$ cat config.mk
export PLATFORM = sky130hd
export DESIGN_NAME = flow_lookup_flat
export DESIGN_NICKNAME = d
export VERILOG_FILES = /design/src/hdl/ft_pkg.sv /design/src/hdl/ft_port_if.sv /design/src/hdl/flow_lookup.sv /design/src/hdl/flow_match.sv /design/src/flat_wrapper.sv
export SDC_FILE = /design/constraint.sdc
export NUM_CORES = 1
export LEC_CHECK = 0
export BUFFER_PORTS_ARGS = -buffer_cell sky130_fd_sc_hd__buf_2
export CAP_MARGIN = 25
export CELL_PAD_IN_SITES_DETAIL_PLACEMENT = 0
export CELL_PAD_IN_SITES_GLOBAL_PLACEMENT = 1
export CORE_AREA = 2 2 150 152
export DETAILED_ROUTE_END_ITERATION = 8
export DIE_AREA = 0 0 152 154
export HOLD_SLACK_MARGIN = 0.15
export PLACE_DENSITY_LB_ADDON = 0.1
export SYNTH_ARGS = -nofsm -noshare
export SYNTH_HDL_FRONTEND = slang
export SYNTH_SLANG_ARGS = --single-unit
$ cat constraint.sdc
create_clock -name clk -period 8.05 [get_ports clk]
set_clock_uncertainty 0.05 [all_clocks]
set_input_delay 0.805 -clock clk [delete_from_list [all_inputs] [get_ports clk]]
set_output_delay 0.805 -clock clk [all_outputs]
set_load 0.1 [all_outputs]
$ cat src/hdl/ft_pkg.sv
`default_nettype none

package ft_pkg;

    localparam int FT_SUBTABLES = 4;
    localparam int FT_AWIDTH = 4;
    localparam int FT_DEPTH = 16;

    // Seed k sits in word k
    localparam logic [FT_SUBTABLES-1:0][31:0] FT_SEEDS = {
        32'd3,
        32'd2,
        32'd1,
        32'd0
    };

    localparam logic [31:0] FT_HASH_MUL = 32'h9E3779B1;

    // Acceptance edge through output register, no stall
    localparam int FT_LOOKUP_LAT = 5;

    typedef logic [31:0] tuple_t;
    typedef logic [7:0] qid_t;
    typedef logic [7:0] tag_t;

    // Valid must stay the top bit, the bank stores the rest
    typedef struct packed {
        logic   valid;
        tuple_t tuple;
        qid_t   pkt_qid;
        qid_t   dsc_qid;
    } fce_t;

    typedef struct packed {
        tag_t tag;
    } meta_t;

    typedef struct packed {
        qid_t pkt_qid;
        qid_t dsc_qid;
    } req_t;

    typedef logic [FT_SUBTABLES-1:0][FT_AWIDTH-1:0] idx_vec_t;
    typedef logic [FT_SUBTABLES-1:0] sub_vec_t;

endpackage

`default_nettype wire

$ cat src/hdl/ft_port_if.sv
`default_nettype none

interface ft_port_if;
    import ft_pkg::*;

    idx_vec_t idx;
    logic     rden;
    sub_vec_t wren;
    fce_t     wdata;
    // One read entry per subtable
    fce_t     rdata [FT_SUBTABLES];

    modport user (
        output idx, rden, wren, wdata,
        input  rdata
    );

    modport bank (
        input  idx, rden, wren, wdata,
        output rdata
    );

endinterface

`default_nettype wire

$ cat src/hdl/flow_lookup.sv
`default_nettype none

module flow_lookup (
    input  logic             clk,
    input  logic             rst,
    input  logic             h_valid,
    input  ft_pkg::tuple_t   h_tuple,
    input  ft_pkg::idx_vec_t h_idx,
    input  ft_pkg::meta_t    h_meta,
    output logic             stall,
    ft_port_if.user          port_a,
    output ft_pkg::tuple_t   out_tuple,
    output ft_pkg::tag_t     out_tag,
    output ft_pkg::qid_t     out_pkt_qid,
    output ft_pkg::qid_t     out_dsc_qid,
    output logic             out_valid,
    input  logic             out_ready
);
    import ft_pkg::*;

    logic     rd_q;
    logic     rdv_q;
    tuple_t   tuple1_q;
    tuple_t   tuple2_q;
    meta_t    meta1_q;
    meta_t    meta2_q;
    sub_vec_t hit;
    fce_t     hit_entry;

    // Downstream backpressure freezes every stage
    assign stall = !out_ready;

    assign port_a.rden = rd_q & !stall;
    assign port_a.wren = '0;
    assign port_a.wdata = '0;

    flow_match u_match (
        .tuple     (tuple2_q),
        .entries   (port_a.rdata),
        .hit       (hit),
        .empty     (),
        .hit_entry (hit_entry)
    );

    always_ff @(posedge clk) begin
        if (rst) begin
            rd_q <= 1'b0;
            rdv_q <= 1'b0;
            out_valid <= 1'b0;
        end else if (!stall) begin
            rd_q <= h_valid;
            rdv_q <= rd_q;
            out_valid <= rdv_q;
        end
    end

    always_ff @(posedge clk) begin
        if (!stall) begin
            if (h_valid) begin
                port_a.idx <= h_idx;
                tuple1_q <= h_tuple;
                meta1_q <= h_meta;
            end
            // Lines up with the bank read data
            if (rd_q) begin
                tuple2_q <= tuple1_q;
                meta2_q <= meta1_q;
            end
            if (rdv_q) begin
                out_tuple <= tuple2_q;
                out_tag <= meta2_q.tag;
                if (hit != '0) begin
                    out_pkt_qid <= hit_entry.pkt_qid;
                    out_dsc_qid <= hit_entry.dsc_qid;
                end else begin
                    // All ones marks a drop
                    out_pkt_qid <= '1;
                    out_dsc_qid <= '1;
                end
            end
        end
    end

endmodule

`default_nettype wire

$ cat src/hdl/flow_match.sv
`default_nettype none

module flow_match (
    input  ft_pkg::tuple_t   tuple,
    input  ft_pkg::fce_t     entries [ft_pkg::FT_SUBTABLES],
    output ft_pkg::sub_vec_t hit,
    output ft_pkg::sub_vec_t empty,
    output ft_pkg::fce_t     hit_entry
);
    import ft_pkg::*;

    always_comb begin
        logic h;

        hit = '0;
        empty = '0;
        hit_entry = entries[0];
        // Walk down so the lowest hit wins
        for (int k = FT_SUBTABLES - 1; k >= 0; k--) begin
            h = entries[k].valid && (entries[k].tuple == tuple);
            hit[k] = h;
            empty[k] = !entries[k].valid;
            if (h) begin
                hit_entry = entries[k];
            end
        end
    end

endmodule

`default_nettype wire

$ cat src/flat_wrapper.sv
// flat-port wrapper written by rule: the top's interface ports become plain ports
module flow_lookup_flat import ft_pkg::*;
  (clk, rst, h_valid, h_tuple, h_idx, h_meta, stall, out_tuple, out_tag, out_pkt_qid, out_dsc_qid, out_valid, out_ready, port_a_idx, port_a_rden, port_a_wren, port_a_wdata, port_a_rdata);
  ft_port_if port_a_i ();
  input  logic clk;
  input  logic rst;
  input  logic h_valid;
  input  ft_pkg::tuple_t h_tuple;
  input  ft_pkg::idx_vec_t h_idx;
  input  ft_pkg::meta_t h_meta;
  output logic stall;
  output ft_pkg::tuple_t out_tuple;
  output ft_pkg::tag_t out_tag;
  output ft_pkg::qid_t out_pkt_qid;
  output ft_pkg::qid_t out_dsc_qid;
  output logic out_valid;
  input  logic out_ready;
  output wire logic [$bits(port_a_i.idx)-1:0] port_a_idx;
  output wire logic [$bits(port_a_i.rden)-1:0] port_a_rden;
  output wire logic [$bits(port_a_i.wren)-1:0] port_a_wren;
  output wire logic [$bits(port_a_i.wdata)-1:0] port_a_wdata;
  input wire logic [$bits(port_a_i.rdata)-1:0] port_a_rdata;
  assign port_a_idx = port_a_i.idx;
  assign port_a_rden = port_a_i.rden;
  assign port_a_wren = port_a_i.wren;
  assign port_a_wdata = port_a_i.wdata;
  assign port_a_i.rdata = {>>{port_a_rdata}};
  flow_lookup u_core (.clk(clk), .rst(rst), .h_valid(h_valid), .h_tuple(h_tuple), .h_idx(h_idx), .h_meta(h_meta), .stall(stall), .port_a(port_a_i), .out_tuple(out_tuple), .out_tag(out_tag), .out_pkt_qid(out_pkt_qid), .out_dsc_qid(out_dsc_qid), .out_valid(out_valid), .out_ready(out_ready));
endmodule
# After elaboration in Yosys (flattened, before gate mapping)
# Index checks and enable logic that the tools add are counted.
# op_classes
add_sub_neg	0
mul	0
div	0
magnitude_cmp	0
n_eq_ne	4
shifts	0
n_mux	4
bitwise_logic	1
reduce_logical	9
# ops
operator	count
== test 32 bit	4
two-way mux 16 bit	4
AND reduction 2 bit	3
logical AND 1 bit	4
nonzero test 4 bit	1
bitwise AND 1 bit	1
logical NOT 1 bit	1
# word_totals
ff_bits	155
latch_bits	0
ram_bits	0
rom_bits	0
output_inout_bits	128
n_memories	0

# Logic depth before layout (Yosys ltp)
# logic_depth
depth_word	6
mapped_depth	8
ltp_nobuf	6

# By module
# A second synthesis with hierarchy kept.
# hier_totals
cells_unflattened	655
area_unflattened_um2	7970.1
# by_module_without_submodules
mod	n_inst	cells_per_inst	area_each_um2
flow_lookup	1	238	5227.5
flow_match	1	417	2742.6

# Worst setup path after synthesis
# No wires, ideal clock.
# synth_path
path_kind	input -> output
start	in out_ready
end	out port_a_rden
arrival_time_ns	2.447
required_ns	7.195
setup_slack_ns	4.748
stages	1
n_path_buf	0
path_cell_list	and2_1
# synth_via
elab_chain_cells	1
# synth_rtl
element	line	text
from (decl)	flat_wrapper.sv:17	input logic out_ready;
bitwise AND 1 bit	flow_lookup.sv:33	assign port_a.rden = rd_q & !stall;
to (decl)	flat_wrapper.sv:19	output wire logic [$bits(port_a_i.rden)-1:0] port_a_rden;
# No other way between the ends.

# Worst setup path in the final report
# layout_path
start	reg u_core.tuple2_q[19]
end	reg u_core.out_pkt_qid[0] (data pin)
# layout_via
elab_chain_cells	6
word_cells_on_any_way	13
# layout_rtl
element	line	text
from (decl)	flow_lookup.sv:24	tuple_t tuple2_q;
from (signal assigned)	flow_lookup.sv:66	tuple2_q <= tuple1_q;
== test 32 bit	flow_match.sv:20	h = entries[k].valid && (entries[k].tuple == tuple);
logical AND 1 bit	flow_match.sv:20	
two-way mux 16 bit (4 in a row)	flow_match.sv:23	if (h) begin
to (signal assigned)	flow_lookup.sv:73	out_pkt_qid <= hit_entry.pkt_qid;
to (decl)	flow_lookup.sv:14	output ft_pkg::qid_t out_pkt_qid,
# Parallel ways exist; a longest one is shown, timed or not.
# A chain may end at the register's enable or synchronous reset.

==> flow_summary.json <==
{
  "outcome": "complete, no violations",
  "crit_arrival_ps": 3840,
  "h-tree-depth": 4,
  "core_area_sq_mm": 0.0217,
  "layout_common_cells": "330 x buf_2, 152 x edfxtp_1, 90 x xor2_1",
  "ir_drop_v": 0.000136,
  "grt_pass1_wl_mm": 39.1,
  "fin_crit_ps": 3720,
  "ant_nets": 0,
  "hold_ws_ps": 364,
  "antenna_found_initial": 8,
  "synthCells": 590,
  "port_buffers": 330,
  "place_worst_setup_slack_ps": 3770,
  "fp.dieH_um": 154,
  "worstPathMaxFanout": 17,
  "crit_chain": "xor2_1, nor4_1, nand4_1, or4_1, buf_16, o21a_2, a311o_1",
  "syn_avg_cell_area_sq_um": 13.1,
  "drc": 0,
  "wl_mm": 27.2,
  "worst_pin_slew_ps": 873,
  "power_density_mw_per_mm2": 204,
  "synth_top_family_by_area": "XOR/XNOR gates",
  "cts_buffers": 17,
  "layout_commonest_cell": "buf_2",
  "cts_setup_buffers": 0,
  "cpPeakStageDelay_ps": 760,
  "ys_ff_latch": 155,
  "dp_hpwl_mm": 21.0,
  "cts_max_path_buffers": 2,
  "hold_viol_final": 0,
  "fp.dieW_um": 152,
  "row_count": 54,
  "setup_violations": 0,
  "utilization_pct": 46.7,
  "clkLatencyLatePin_ps": 430,
  "yosysWarnings": 0,
  "stdcell_count": 1220,
  "end_kind": "register",
  "drt_iter0_markers": 473,
  "grt_max_degree": 44,
  "syn_area_sq_mm": 0.00770,
  "min_path_type": "register to register",
  "syn2layout_area_growth_pct": 31.5,
  "cp.required_ps": 8170,
  "place.gp.congestion": 0.838,
  "first_pass_iters": 5,
  "grt.total_usage_pct": 22.8,
  "cap_viol_max_count": 0,
  "rsz0062_at_grt": "false",
  "start_util_pct": 35.5,
  "cts_root_buf": "clkbuf_16",
  "cpMaxStageDelayCell": "or4_1",
  "final_nets": 1180,
  "start_kind": "register",
  "vias": 5928,
  "synthSimpleGateAreaFrac_pct": 11.2,
  "finalSetupTns_ps": 0,
  "post_drt_via_cell_ratio": 4.86,
  "path_class": "register to register",
  "cts.sinks": 155,
  "slew_violations": 0,
  "routedWlPerCell_um": 22.3,
  "grt_pass1_vias": 6176,
  "fin_crit_sh_pct": 46.2,
  "cts.repair.resized": 0,
  "cts_tree": "yes",
  "fmax_ghz": 0.269,
  "grt.overflow.total": 0,
  "ios": 384,
  "hold_buffers": 0,
  "netlist-cell-type-count": 35,
  "relSlewSlack_pct": 41.2,
  "synth-xor-area-share_pct": 14.6,
  "synth_fa_ha_area_share_pct": 0,
  "p_leak_nw": 4.35,
  "yosysSeqAreaShare_pct": 60.0,
  "path_clk_slew_ps": 80,
  "synth_compound_area_share_pct": 4.11,
  "synthMuxAreaShare_pct": 1.95,
  "placed_cells": 1182,
  "die_area_sq_mm": 0.0234,
  "worst_slack_ps": 4330,
  "drive_gt1_share_pct": 41.4
}
cells by family (layout without fill, tap and decap cells):
group,count (synthesis),in the layout
flip-flops,155,155
AND/OR/NAND/NOR,147,147
XOR/XNOR,128,128
buffers and inverters,108,403
AO/OA/AOI/OAI,36,36
multiplexers,15,15
other,1,56
sequential cells by signal, summed over array words and instances, names as in the netlist:
register	cells
u_core.out_tuple	32
u_core.tuple1_q	32
u_core.tuple2_q	32
u_core.port_a.idx	16
u_core.meta1_q	8
u_core.meta2_q	8
u_core.out_dsc_qid	8
u_core.out_pkt_qid	8
u_core.out_tag	8
u_core.out_valid	1
u_core.rd_q	1
u_core.rdv_q	1
power by group:
| part | total (mW) | switching (mW) | internal, mW | leakage (nW) |
|---|---|---|---|---|
| combinational | 0.331 | 0.251 | 0.0801 | 2.60 |
| sequential | 0.932 | 0.0165 | 0.916 | 1.46 |
| clock | 0.807 | 0.388 | 0.419 | 0.294 |
cell type report:
class / instances / area (sq um)
repair buffers: 338 / 1760
clock buffers: 17 / 425
clock inverters: 15 / 175
inverters: 33 / 124
well taps: 280 / 350
flip-flops and latches: 155 / 4620
diodes: 3 / 7.51
multi-input cells: 379 / 2660
fillers: 2065 / 11600
critical path: cells and delay by family (launching register included):
kind	cells	cell delay, ps
simple gates	3	1770
xor+xnor	1	260
flops	1	550
compound gates	2	570
buf+inv	1	240
final timing paths:
check,startpoint,end,slack [ps],depth (start not counted)
setup / recovery,u_core.tuple2_q[19],u_core.out_pkt_qid[0],4330,7
hold / removal,u_core.tuple1_q[17],u_core.tuple2_q[17],360,0
setup reg to reg,u_core.tuple2_q[19],u_core.out_pkt_qid[0],4330,7
hold reg to reg,u_core.tuple1_q[17],u_core.tuple2_q[17],360,0
per-layer routing:
| metal | vias up | GRT usage, % | routed length [um] |
|---|---|---|---|
| li1 | 2733 | - | - |
| met1 | 2825 | 28.2 | 11000 |
| met2 | 326 | 38.4 | 13400 |
| met3 | 38 | 6.96 | 2240 |
| met4 | 6 | 7.39 | 535 |
| met5 | - | 0 | 34 |
synthesized netlist by cell type:
| cell type | count | area, sq um |
|---|---|---|
| edfxtp_1 | 152 | 4560 |
| xor2_1 | 90 | 788 |
| buf_4 | 53 | 398 |
| nand4_1 | 41 | 257 |
| xnor2_1 | 38 | 333 |
| inv_1 | 33 | 124 |
| nor4_1 | 24 | 150 |
| nand3_1 | 22 | 110 |
| nor2_1 | 20 | 75.1 |
| a311o_1 | 16 | 160 |
| mux2i_1 | 15 | 150 |
| o31ai_1 | 15 | 113 |
| clkbuf_1 | 14 | 52.6 |
| or2_2 | 11 | 68.8 |
| buf_2 | 4 | 20.0 |
| or4_1 | 4 | 30.0 |
| a21oi_1 | 3 | 15.0 |
| and2_1 | 3 | 18.8 |
| dfxtp_1 | 3 | 60.1 |
| nand2_1 | 3 | 11.3 |
| nor3_1 | 3 | 15.0 |
| nor4b_1 | 3 | 26.3 |
| or2_0 | 3 | 18.8 |
| and3_1 | 2 | 12.5 |
| buf_1 | 2 | 7.51 |
| buf_6 | 2 | 22.5 |
| or2_1 | 2 | 12.5 |
| or3_1 | 2 | 12.5 |
| and4_1 | 1 | 8.76 |
| conb_1 | 1 | 3.75 |
| nand2b_1 | 1 | 6.26 |
| nor3_4 | 1 | 16.3 |
| nor4_2 | 1 | 12.5 |
| o2111a_4 | 1 | 20.0 |
| o21a_2 | 1 | 8.76 |
per-stage QoR:
stage          instance area [sq um]  total power, mW
2_1_floorplan                   7900             1.20
3_3_place_gp                    9440             1.28
3_5_place_dp                    9450             1.28
4_1_cts                        10100             2.09
5_1_grt                        10100             2.14
6_report                       10100             2.07
No activity file was read; power rests on OpenSTA's default activity.
