## src/hdl/ft_pkg.sv

```systemverilog
`default_nettype none

package ft_pkg;

    localparam int FT_SUBTABLES = 4;
    localparam int FT_AWIDTH = 4;
    localparam int FT_DEPTH = 16;

    // Seed k sits in word k
    localparam logic [FT_SUBTABLES-1:0][31:0] FT_SEEDS = {
        32'd3,
        32'd2,
        32'd1,
        32'd0
    };

    localparam logic [31:0] FT_HASH_MUL = 32'h9E3779B1;

    // Acceptance edge through output register, no stall
    localparam int FT_LOOKUP_LAT = 5;

    typedef logic [31:0] tuple_t;
    typedef logic [7:0] qid_t;
    typedef logic [7:0] tag_t;

    // Valid must stay the top bit, the bank stores the rest
    typedef struct packed {
        logic   valid;
        tuple_t tuple;
        qid_t   pkt_qid;
        qid_t   dsc_qid;
    } fce_t;

    typedef struct packed {
        tag_t tag;
    } meta_t;

    typedef struct packed {
        qid_t pkt_qid;
        qid_t dsc_qid;
    } req_t;

    typedef logic [FT_SUBTABLES-1:0][FT_AWIDTH-1:0] idx_vec_t;
    typedef logic [FT_SUBTABLES-1:0] sub_vec_t;

endpackage

`default_nettype wire

```

## src/hdl/flow_hash.sv

```systemverilog
`default_nettype none

module flow_hash #(
    parameter type payload_t = logic
) (
    input  logic              clk,
    input  logic              rst,
    input  logic              stall,
    input  logic              in_valid,
    input  ft_pkg::tuple_t    in_tuple,
    input  payload_t          in_payload,
    output logic              out_valid,
    output ft_pkg::tuple_t    out_tuple,
    output ft_pkg::idx_vec_t  out_idx,
    output payload_t          out_payload
);
    import ft_pkg::*;

    logic [FT_SUBTABLES-1:0][31:0] prod_q;
    logic                          valid_q;
    tuple_t                        tuple_q;
    payload_t                      payload_q;

    always_ff @(posedge clk) begin
        if (rst) begin
            valid_q <= 1'b0;
            out_valid <= 1'b0;
        end else if (!stall) begin
            valid_q <= in_valid;
            out_valid <= valid_q;
        end
    end

    always_ff @(posedge clk) begin
        if (!stall) begin
            // Stage 1, seeded products modulo 2^32
            for (int k = 0; k < FT_SUBTABLES; k++) begin
                prod_q[k] <= (in_tuple ^ FT_SEEDS[k]) * FT_HASH_MUL;
            end
            tuple_q <= in_tuple;
            payload_q <= in_payload;

            // Stage 2, top bits become the index
            for (int k = 0; k < FT_SUBTABLES; k++) begin
                out_idx[k] <= prod_q[k][31 -: FT_AWIDTH];
            end
            out_tuple <= tuple_q;
            out_payload <= payload_q;
        end
    end

endmodule

`default_nettype wire

```

## config.mk

```make
export PLATFORM = sky130hd
export DESIGN_NAME = flow_hash
export DESIGN_NICKNAME = d
export VERILOG_FILES = /design/src/hdl/ft_pkg.sv /design/src/hdl/flow_hash.sv
export SDC_FILE = /design/constraint.sdc
export NUM_CORES = 1
export LEC_CHECK = 0
export BUFFER_PORTS_ARGS = -buffer_cell sky130_fd_sc_hd__buf_2
export CORE_MARGIN = 1.5
export CORE_UTILIZATION = 35
export CTS_BUF_LIST = sky130_fd_sc_hd__clkbuf_2 sky130_fd_sc_hd__clkbuf_4 sky130_fd_sc_hd__clkbuf_8
export CTS_CLUSTER_SIZE = 30
export DETAILED_ROUTE_END_ITERATION = 6
export GPL_TIMING_DRIVEN = 1
export REMOVE_ABC_BUFFERS = 1
export SKIP_LAST_GASP = 1
export SLEW_MARGIN = 5
export SYNTH_ARGS = -nofsm -noshare
export SYNTH_HDL_FRONTEND = slang
export SYNTH_SLANG_ARGS = --single-unit
```

## constraint.sdc

```tcl
create_clock -name clk -period 7.4 [get_ports clk]
set_input_delay 0.74 -clock clk [delete_from_list [all_inputs] [get_ports clk]]
set_output_delay 0.74 -clock clk [all_outputs]
set_load 0.05 [all_outputs]
```

* Yosys cells after proc, flatten, opt, wreduce, memory -nomap -nowiden *
Cells that the tools add are included.

storage, ports and cells
  output and inout bits = 50
  memory bits (writable) = 0
  bits in registers = 212
  ROM bits = 0
  logic and storage cells = 21
  memories kept = 0
  input port bits = 37
  latch bits = 0

cells by class
  divide/modulo/power cells = 0
  eq/ne operators = 0
  $mul = 4
  shift operators = 0
  magnitude comparators = 0
  $add $sub $neg = 0
  reductions and logical operators = 0
  bitwise gates (word level) = 3
  multiplexer cells = 0

operators by type and width
  operator                count
  $mul 32x32->32 const B  4
  $not 1->1               2
  $not 2->2               1

* Depth between registers and ports, before layout *
Gate-level depths: netlist of the first run.

  depth in word-level cells = 2
  depth in mapped cells = 25
  gate-level depth less buffers = 25

* Worst setup path before layout of the first run *
OpenSTA, ideal clock, no wires.

  path kind = input to register
  from = input port in_tuple[13]
  to = register prod_q[95] (netlist name) (data pin)
  buffers on the path = 0
  path slack = 0.554 ns
  arrival = 6.581 ns
  setup time = 0.264 ns
  cell stages on the path = 22
  required time = 7.136 ns
  cells stage by stage = inv_1 -> fa_1 -> fa_1 -> inv_1 -> fa_1 -> fa_1 -> inv_1 -> fa_1 -> fa_1 -> inv_1 -> fa_1 -> inv_1 -> fa_1 -> inv_1 -> ha_1 -> a21o_1 -> a21oi_1 -> o21ai_0 -> a21o_1 -> and4_1 -> a2111oi_2 -> xnor2_1

between the ends
  word-level cells in the longest chain between the ends = 1

ends and longest elaborated chain
  what                            RTL line         source
  start: declaration              flow_hash.sv:10  input ft_pkg::tuple_t in_tuple,
  $mul 32x32->32                  flow_hash.sv:38  prod_q[k] <= (in_tuple ^ FT_SEEDS[k]) * FT_HASH_MUL;
  end signal: indexed assignment  flow_hash.sv:38
  end: declaration                flow_hash.sv:19  logic [FT_SUBTABLES-1:0][31:0] prod_q;

Every way passes these cells.
A chain may end at the register's enable or synchronous reset.

* Final worst setup path of the first run *
  from = input port in_tuple[6]
  to = register prod_q[30] (netlist name) (data pin)

Same word-level chain as after synthesis.

==> results by group, run 1 <==
Timing
  – Worst-margin pin slew: 879 ps
  – Final hold vios: 0
  – Clock Skews: 28.9 ps
  – Tcrit/Tclk final: 0.962
  – Endpoints failing setup: 0
  – Final min period: 7120 ps
  – FMAX: 0.140 GHz
  – Setup_tns: 0 ps
  – Slew headroom: 0.414
  – Final Max Tran Viols: 0
  – Final Worst Setup Slack: 279 ps
  – Unrepaired setup endpoints after global routing: yes

Critical path
  – Last element of the critical path: prod_q[30]
  – Startpoint types: input port
  – CP arrival: 7280 ps
  – Critical path endpoint category: flop
  – CP Data Required Time: 7560 ps
  – WS Path Type: input port to flop
  – R2R depth: 0
  – Critical path peak fanout: 10
  – Flop2flop setup slack: 6670 ps
  – RR Endpoint: out_idx[11]
  – R2R Path Start: prod_q[95]
  – Worst Setup SP: in_tuple[6]

Logic synthesis
  – Post-Syn Area: approximately 0.024 mm^2
  – Synthesis Warnings: 0
  – Async set or reset register ratio after synthesis: 0
  – Synth Area in Compound Gates: 0.0483
  – Leading post-synthesis cells by cell area: fa_1 39%, ha_1 25%, inv_1 12%
  – Leading area contributor after synthesis: fa_1
  – Area share of fa/ha/maj cells after synthesis: 0.644
  – Distinct cells, synth: 47
  – Synth top area share: 0.394
  – Post-Synth Simple-Gate Area: 0.0171
  – Number of synthesized register bits: 100
  – Synthesized area per cell: 10.8 um^2
  – Post-synth top cells: 795 x inv_1, 480 x ha_1, 474 x fa_1
  – Number of enable flip-flop cells after synthesis: 98
  – Most frequent cell after synthesis: inv_1
  – Synthesized instance count: between 2,000 and 2,500
  – Top_reg_cell synth: edfxtp_1
  – Mux cell area share after synthesis: 0.000832
  – Largest family of logic cells by synthesized area: adder cells
  – Seq/Total Area, Yosys: 0.124
  – XOR/XNOR Fraction of Synth Area: 0.0404

Cells and area
  – Layout area overhead: 10.7%
  – Ant diodes: 0
  – Post-layout nets: about 3,400
  – Final Util: 0.394
  – Share of cells above drive strength 1: 0.0907

CTS
  – Worst-Skew Late Latency: between 400 and 500 ps
  – CTS Buffer Depth: 2
  – CTS clk-pin slew, worst paths: 90 ps
  – CTS Sinks: 100
  – CTS tree: done
  – CTS Buf Count: 9
  – Hold Buf Count CTS: 0
  – Htree depth: 3
  – Clk root buf: clkbuf_8

Hold path
  – Hold WC Path Type: flop to flop

Global routing
  – Vias in the first global route: around 17,000
  – Global route overflow: 0
  – GR peak layer: met2
  – Total GRT Usage: 0.203
  – GR Layer Usage met1: 0.279
  – GR Layer Usage met2: 0.323
  – Met3 Track Usage GR: 0.0365
  – Initial antenna violation count: 0
  – First-pass GRT wire length: roughly 110,000 um
  – Largest net degree at the start of global routing: 70

Drt
  – Final antenna-violating net count: 0
  – Routed vias: 15,200
  – Wire per inst: 20.4 um
  – DR DRC count: 0
  – Routed wire length: a little under 70,000 um
  – Initial DRT Pass Iterations: 5
  – Vias/cell: 4.61
  – Initial DRC count: 835

Placed design
  – Buffers added on ports: 86
  – DPL Wire Length: 61,600 um
  – Pre-CTS setup slack: -289 ps
  – GPL Wtd Cong: 0.972

Floorplanning
  – Initial Utilization: 0.356
  – IO Pins: between 80 and 90
  – Die footprint: 0.0704 mm^2
  – Die Span Y: 265 um
  – Row count: 95
  – Die W: 265 um
  – Core region area: slightly below 0.07 mm^2

Run
  – Maxcap violations: 0

Status
  – Outcome: finished, final reports clean
kinds of logic (layout without fill, tap and decap cells):
kind of cell	count (synthesis)	in the layout
adders and majority gates	956	956
buffers and inverters	802	1007
AOI/OAI and AO/OA	170	170
xor gates and xnor gates	111	111
DFF	100	100
and+or+nand+nor	80	80
muxes	2	2
final cells by class:
type,instances,area [um^2]
Fill cell,6615,41000
Multi-Input combinational cell,1319,18100
Inverter,795,2990
Sequential cell,100,2980
Timing Repair Buffer,196,1270
Tap cell,873,1090
Clock buffer,9,124
Clock inverter,7,81.3
through the flow:
| stage | hold slack (ps) | std cells | area, um^2 |
|---|---|---|---|
| after global routing | 435 | 3299 | 26600 |
| after detailed placement | 405 | 3282 | 26400 |
| final | 425 | 3299 | 26600 |
| after floorplan | 400 | 2214 | 24000 |
| after CTS | 426 | 3298 | 26600 |
| after global placement | 401 | 3282 | 26400 |
sequential cells by signal (all words and copies together), names as in the netlist:
signal	count
out_tuple	32
out_idx	16
payload_q	1
out_valid	1
out_payload	1
tuple_q	28
prod_q	20
valid_q	1
timing repair:
action                                  CTS  global route
endpoints found under the setup margin    0             3
gates resized for setup                   0             4
setup buffers                             0             1
worst min-delay path by stage:
stage / startpoint / slack, ps / depth (start not counted) / end
floorplan: prod_q[28] / 400 / 0 / out_idx[0]
global placement: tuple_q[28] / 400 / 0 / out_tuple[28]
detailed placement: prod_q[63] / 400 / 0 / out_idx[7]
CTS: tuple_q[12] / 430 / 0 / out_tuple[12]
global route: tuple_q[21] / 430 / 0 / out_tuple[21]
finish: tuple_q[12] / 430 / 0 / out_tuple[12]
metal layers:
| metal | share of wire | wire length (um) |
|---|---|---|
| met3 | 0.050 | 3390 |
| met4 | 0.036 | 2440 |
| met2 | 0.45 | 30600 |
| met5 | 0 | 0 |
| met1 | 0.46 | 30900 |
worst max-delay path, stage by stage:
cell and delay (ps):
buf_2 280, inv_1 180, fa_1 530, inv_1 50
fa_1 370, fa_1 490, inv_1 50, fa_1 480
inv_1 120, ha_1 340, xor2_1 170, fa_1 520
fa_1 500, inv_1 50, fa_1 500, inv_1 40
ha_1 270, nand2_1 70, nor4_1 290, a31oi_1 130
o41ai_1 110, o21ai_0 140, buf_4 170, o211ai_1 320
a31oi_1 170, xnor2_1 160
cells in the final DEF (no fill, tap or decap), types with 22 or more instances in the layout:
cell and n:
a21oi_1 36, inv_1 793, edfxtp_1 98, o21ai_0 22, xnor2_1 79, buf_4 109
a21o_1 58, buf_2 86, ha_1 480, xor2_1 32, fa_1 474
Power of run 1 is left out: the tool's default activity adds up to more than one toggle a clock period on the data nets, which glitch-free logic cannot reach.
==> run 2: changes to the inputs <==
CORE_ASPECT_RATIO = 1.25   (was default)
==> results by group, run 2 (synthesized netlist as in run 1, its figures left out) <==
Placed design
  – Buffers added on ports: 86 (unchanged)
  – DPL Wire Length: 62,000 um (+0.60%)
  – Pre-CTS setup slack: -69.3 ps (+220 ps)
  – GPL Wtd Cong: 0.985 (+1.3%)

Drt
  – Vias/cell: 4.72 (+2.4%)
  – Wire per inst: 21.1 um (+3.2%)
  – Initial DRT Pass Iterations: 4 (-1)
  – Routed vias: 15,400 (+1.2%)
  – DR DRC count: 0 (unchanged)
  – Routed wire length: 68,700 um (+2.1%)
  – Initial DRC count: 687 (-18%)
  – Final antenna-violating net count: 0 (unchanged)

Floorplanning
  – Die Span Y: 296 um (+12%)
  – Die footprint: 0.0704 mm^2 (about the same)
  – Die W: 238 um (-10%)
  – IO Pins: 87 (unchanged)
  – Core region area: 0.0681 mm^2 (+0.75%)
  – Row count: 107 (+13%)
  – Initial Utilization: 0.353 (-0.00267)

Timing
  – Unrepaired setup endpoints after global routing: no
  – Hold Worst Slack: 430 ps (+5.06 ps)
  – Final Worst Setup Slack: 289 ps (+10.0 ps)
  – Clock Skews: 14.9 ps (-14.0 ps)
  – Slew headroom: 0.392 (-0.0223)
  – Endpoints failing setup: 0 (unchanged)
  – FMAX: 0.141 GHz (+0.14%)
  – Final min period: 7110 ps (-10.0 ps)
  – Final Max Tran Viols: 0 (unchanged)
  – Worst-margin pin slew: 913 ps (+33.5 ps)
  – Tcrit/Tclk final: 0.961 (-0.00135)
  – Final hold vios: 0 (unchanged)

Critical path
  – RR Endpoint: out_idx[4]
  – Critical path endpoint category: flop
  – CP Data Required Time: 7590 ps (+30 ps)
  – Critical path peak fanout: 8 (-2)
  – WS Path Type: input port to flop
  – CP arrival: 7300 ps (+20 ps)
  – R2R depth: 0 (unchanged)
  – Worst Setup SP: in_tuple[6]
  – R2R Path Start: prod_q[60]
  – Flop2flop setup slack: 6640 ps (-30 ps)
  – Startpoint types: input port

Hold path
  – Hold Path End: out_tuple[12]
  – Hold depth: 0 (unchanged)
  – Hold WC Path Type: flop to flop
  – Hold Startpoint: tuple_q[12]

Cells and area
  – Post-layout nets: 3,374 (-1.1%)
  – Layout area overhead: 9.53%
  – Max reg flops: 32 (unchanged)
  – Commonest cells after routing, fill and taps aside: 794 x inv_1, 480 x ha_1, 474 x fa_1, 98 x edfxtp_1, 86 x buf_2
  – Register with the most flip-flops: out_tuple
  – Largest regs: out_tuple (32), tuple_q (28), prod_q (20)
  – Final Util: 0.387 (-0.00695)
  – Most common cell after layout, fill and taps aside: inv_1
  – Share of cells above drive strength 1: 0.0750 (-0.0157)

CTS
  – CTS clk-pin slew, worst paths: 110 ps (+20 ps)
  – CTS Sinks: 100 (unchanged)
  – CTS resizes: 0 (unchanged)
  – CTS Buffer Depth: 2 (unchanged)
  – CTS Buf Count: 9 (unchanged)
  – Clk root buf: clkbuf_8
  – Htree depth: 3 (unchanged)
  – Setup Fix Bufs, Post-CTS: 0 (unchanged)
  – Worst-Skew Late Latency: 440 ps (about the same)
  – Hold Buf Count CTS: 0 (unchanged)
  – CTS tree: done

Global routing
  – Largest net degree at the start of global routing: 64 (-8.6%)
  – Vias in the first global route: 17,700 (+1.7%)
  – First-pass GRT wire length: 105,000 um (-0.12%)
  – Initial antenna violation count: 2 (+2)
  – Total GRT Usage: 0.206 (+0.00226)
  – Global route overflow: 0 (unchanged)

Run
  – Maxcap violations: 0 (unchanged)

Status
  – Outcome: finished, final reports clean
==> run 2: cell types whose count changed in the layout (fill, tap and decap cells not counted), moves of 2 or more <==
cell	before	now
a221oi_2	2	0
buf_4	109	72
a221oi_1	3	5
bufinv_16	1	3
inv_8	3	0
==> run 2: how the worst max path moves through the flow <==
stage,to,slack [ps],depth (start not counted)
final,prod_q[95],290,25
after global routing,prod_q[95],100,25
after CTS,prod_q[95],410,25
after detailed placement,prod_q[95],-70,25
after global placement,prod_q[95],10,23
after floorplan,prod_q[95],550,22
==> run 2: metrics by stage <==
stage / cells / setup TNS (ps) / area (um^2)
CTS: 3260 / 0 / 26400
global route: 3260 / 0 / 26400
floorplan: 2214 / 0 / 24000
finish: 3261 / 0 / 26400
global placement: 3244 / 0 / 26100
detailed placement: 3244 / -69.7 / 26100
==> run 2: critical path, stage by stage <==
cell and delay, ps:
buf_2 290, inv_1 140, buf_4 190, fa_1 480, inv_1 50, fa_1 380, fa_1 360, inv_1 80
fa_1 410, inv_1 180, ha_1 300, xor2_1 170, fa_1 460, fa_1 520, inv_1 80, fa_1 560
inv_1 60, ha_1 320, a21oi_1 140, o21ai_0 110, a21oi_1 430, o211ai_1 180, and4_1 240, a2111oi_2 310
xnor2_1 110
==> run 2: cell type report <==
cell class | count | area [um^2]
Fill cell | 6684 | 41800
Multi-Input combinational cell | 1319 | 18100
Inverter | 795 | 2990
Sequential cell | 100 | 2980
Tap cell | 872 | 1090
Timing Repair Buffer | 158 | 971
Clock buffer | 11 | 145
Clock inverter | 5 | 108
Antenna cell | 1 | 2.50
==> run 2: routing by layer <==
metal,part of all wire,GRT usage,vias up
li1,-,-,7055
met1,0.40,0.246,7938
met2,0.51,0.375,309
met3,0.039,0.0284,84
met4,0.042,0.0750,2
met5,0.00023,0,-
Power of run 2 is left out for the same reason.
==> run 3: changes to the inputs <==
CORE_UTILIZATION = 50   (was 35)
PLACE_DENSITY = 0.67   (was default)
==> results by group, run 3 (synthesized netlist as in run 1, its figures left out) <==
Run
  – Maxcap violations: 0 (unchanged)

Hold path
  – Hold depth: 0 (unchanged)
  – Hold WC Path Type: flop to flop

Critical path
  – Startpoint types: input port
  – Critical path endpoint category: flop
  – R2R depth: 0 (unchanged)
  – WS Path Type: input port to flop
  – Worst path max stage delay: 650 ps (+90 ps)
  – Critical-path cell list: buf_2 -> inv_1 -> fa_1 -> xor2_1 -> ha_1 -> o21bai_1 -> fa_1 -> fa_1 -> fa_1 -> ha_1 -> fa_1 -> inv_1 -> fa_1 -> inv_1 -> ha_1 -> a21o_1 -> a21oi_1 -> nor2b_1 -> o21ai_0 -> a211oi_1 -> a211oi_1 -> buf_4 -> o21bai_1 -> xor2_1
  – Critical path peak fanout: 7 (-1)
  – CP Data Required Time: 7550 ps (-40 ps)
  – Cell mode on critical path: fa_1
  – Slowest cell on the critical path: fa_1
  – CP arrival: 7220 ps (-80 ps)

CTS
  – CTS Buffer Depth: 2 (unchanged)
  – Setup Fix Bufs, Post-CTS: 0 (unchanged)
  – CTS Sinks: 100 (unchanged)
  – CTS resizes: 0 (unchanged)
  – Worst-Skew Late Latency: 400 ps (-40 ps)
  – CTS Buf Count: 9 (unchanged)
  – CTS tree: done
  – CTS clk-pin slew, worst paths: 100 ps (about the same)
  – Clk root buf: clkbuf_8
  – Htree depth: 3 (unchanged)
  – Hold Buf Count CTS: 0 (unchanged)

Cells and area
  – Final Util: 0.549 (+0.162)
  – Largest regs: out_tuple (32), tuple_q (28), prod_q (20)
  – Ant diodes: 0 (-1)
  – Register with the most flip-flops: out_tuple
  – Most common cell after layout, fill and taps aside: inv_1
  – Layout area overhead: 8.00%
  – Max reg flops: 32 (unchanged)
  – Share of cells above drive strength 1: 0.0718 (-0.00317)
  – Post-layout nets: 3,371 (-0.089%)
  – Commonest cells after routing, fill and taps aside: 794 x inv_1, 480 x ha_1, 474 x fa_1, 98 x edfxtp_1, 86 x buf_2

Floorplanning
  – IO Pins: 87 (unchanged)
  – Core region area: 0.0473 mm^2 (-31%)
  – Die W: 199 um (-16%)
  – Initial Utilization: 0.509 (+0.155)
  – Die Span Y: 248 um (-16%)
  – Row count: 89 (-17%)
  – Die footprint: 0.0495 mm^2 (-30%)

Timing
  – Endpoints failing setup: 0 (unchanged)
  – Slew headroom: 0.413 (+0.0213)
  – Tcrit/Tclk final: 0.955 (-0.00572)
  – Final min period: 7070 ps (-42.3 ps)
  – Final hold vios: 0 (unchanged)
  – Setup_tns: 0 ps (unchanged)
  – Final Worst Setup Slack: 331 ps (+42.3 ps)
  – Hold Worst Slack: 415 ps (-14.7 ps)
  – Worst-margin pin slew: 881 ps (-32.0 ps)
  – Final Max Tran Viols: 0 (unchanged)
  – FMAX: 0.141 GHz (+0.60%)
  – Unrepaired setup endpoints after global routing: no
  – Clock Skews: 8.96 ps (-5.92 ps)

Placed design
  – GPL Wtd Cong: 1.05 (+6.4%)
  – DPL Wire Length: 59,800 um (-3.5%)
  – Pre-CTS setup slack: -47.2 ps (+22.2 ps)
  – Buffers added on ports: 86 (unchanged)

Global routing
  – Global route overflow: 0 (unchanged)
  – Total GRT Usage: 0.288 (+0.0823)
  – Largest net degree at the start of global routing: 68 (+6.3%)
  – Initial antenna violation count: 0 (-2)
  – First-pass GRT wire length: 103,000 um (-2.5%)
  – Vias in the first global route: 17,700 (-0.40%)

Drt
  – DR DRC count: 0 (unchanged)
  – Initial DRT Pass Iterations: 5 (+1)
  – Wire per inst: 21.9 um (+4.1%)
  – Routed wire length: 66,200 um (-3.6%)
  – Final antenna-violating net count: 0 (unchanged)
  – Routed vias: 15,600 (+1.1%)
  – Vias/cell: 5.15 (+9.2%)
  – Initial DRC count: 887 (+29%)

Status
  – Outcome: finished, final reports clean
-- run 3: through the flow --
| step | std cells | area [um^2] |
|---|---|---|
| 3_5_place_dp | 3006 | 25800 |
| 4_1_cts | 3019 | 26000 |
| 3_3_place_gp | 3006 | 25800 |
| 2_1_floorplan | 2214 | 24000 |
| 6_report | 3019 | 26000 |
| 5_1_grt | 3019 | 26000 |
-- run 3: critical path, delay by kind of cell --
kind / cells / cell delay (ps)
xor+xnor: 2 / 320
compound gates: 7 / 1210
buf+inv: 5 / 820
fa+ha+maj: 9 / 4040
simple gates: 1 / 80
-- run 3: final timing paths --
check,from,end,slack [ps]
min reg2reg,tuple_q[18],out_tuple[18],420
max,in_tuple[2],prod_q[62],330
max reg2reg,prod_q[95],out_idx[11],6650
min,tuple_q[18],out_tuple[18],420
-- run 3: area by class of cell --
class | instances | area (um^2)
inverters | 795 | 2990
fillers | 4155 | 21300
multi-input cells | 1319 | 18100
flip-flops and latches | 100 | 2980
repair buffers | 155 | 961
clock inverters | 4 | 67.6
clock buffers | 9 | 124
well taps | 637 | 797
-- run 3: per-layer routing --
layer | up-vias | share of wire | GRT usage
met5 | - | 0 | 0
met4 | 0 | 0.061 | 0.146
met3 | 133 | 0.048 | 0.0395
met2 | 428 | 0.50 | 0.497
met1 | 7941 | 0.39 | 0.352
li1 | 7057 | - | -
Power of run 3 is left out for the same reason.
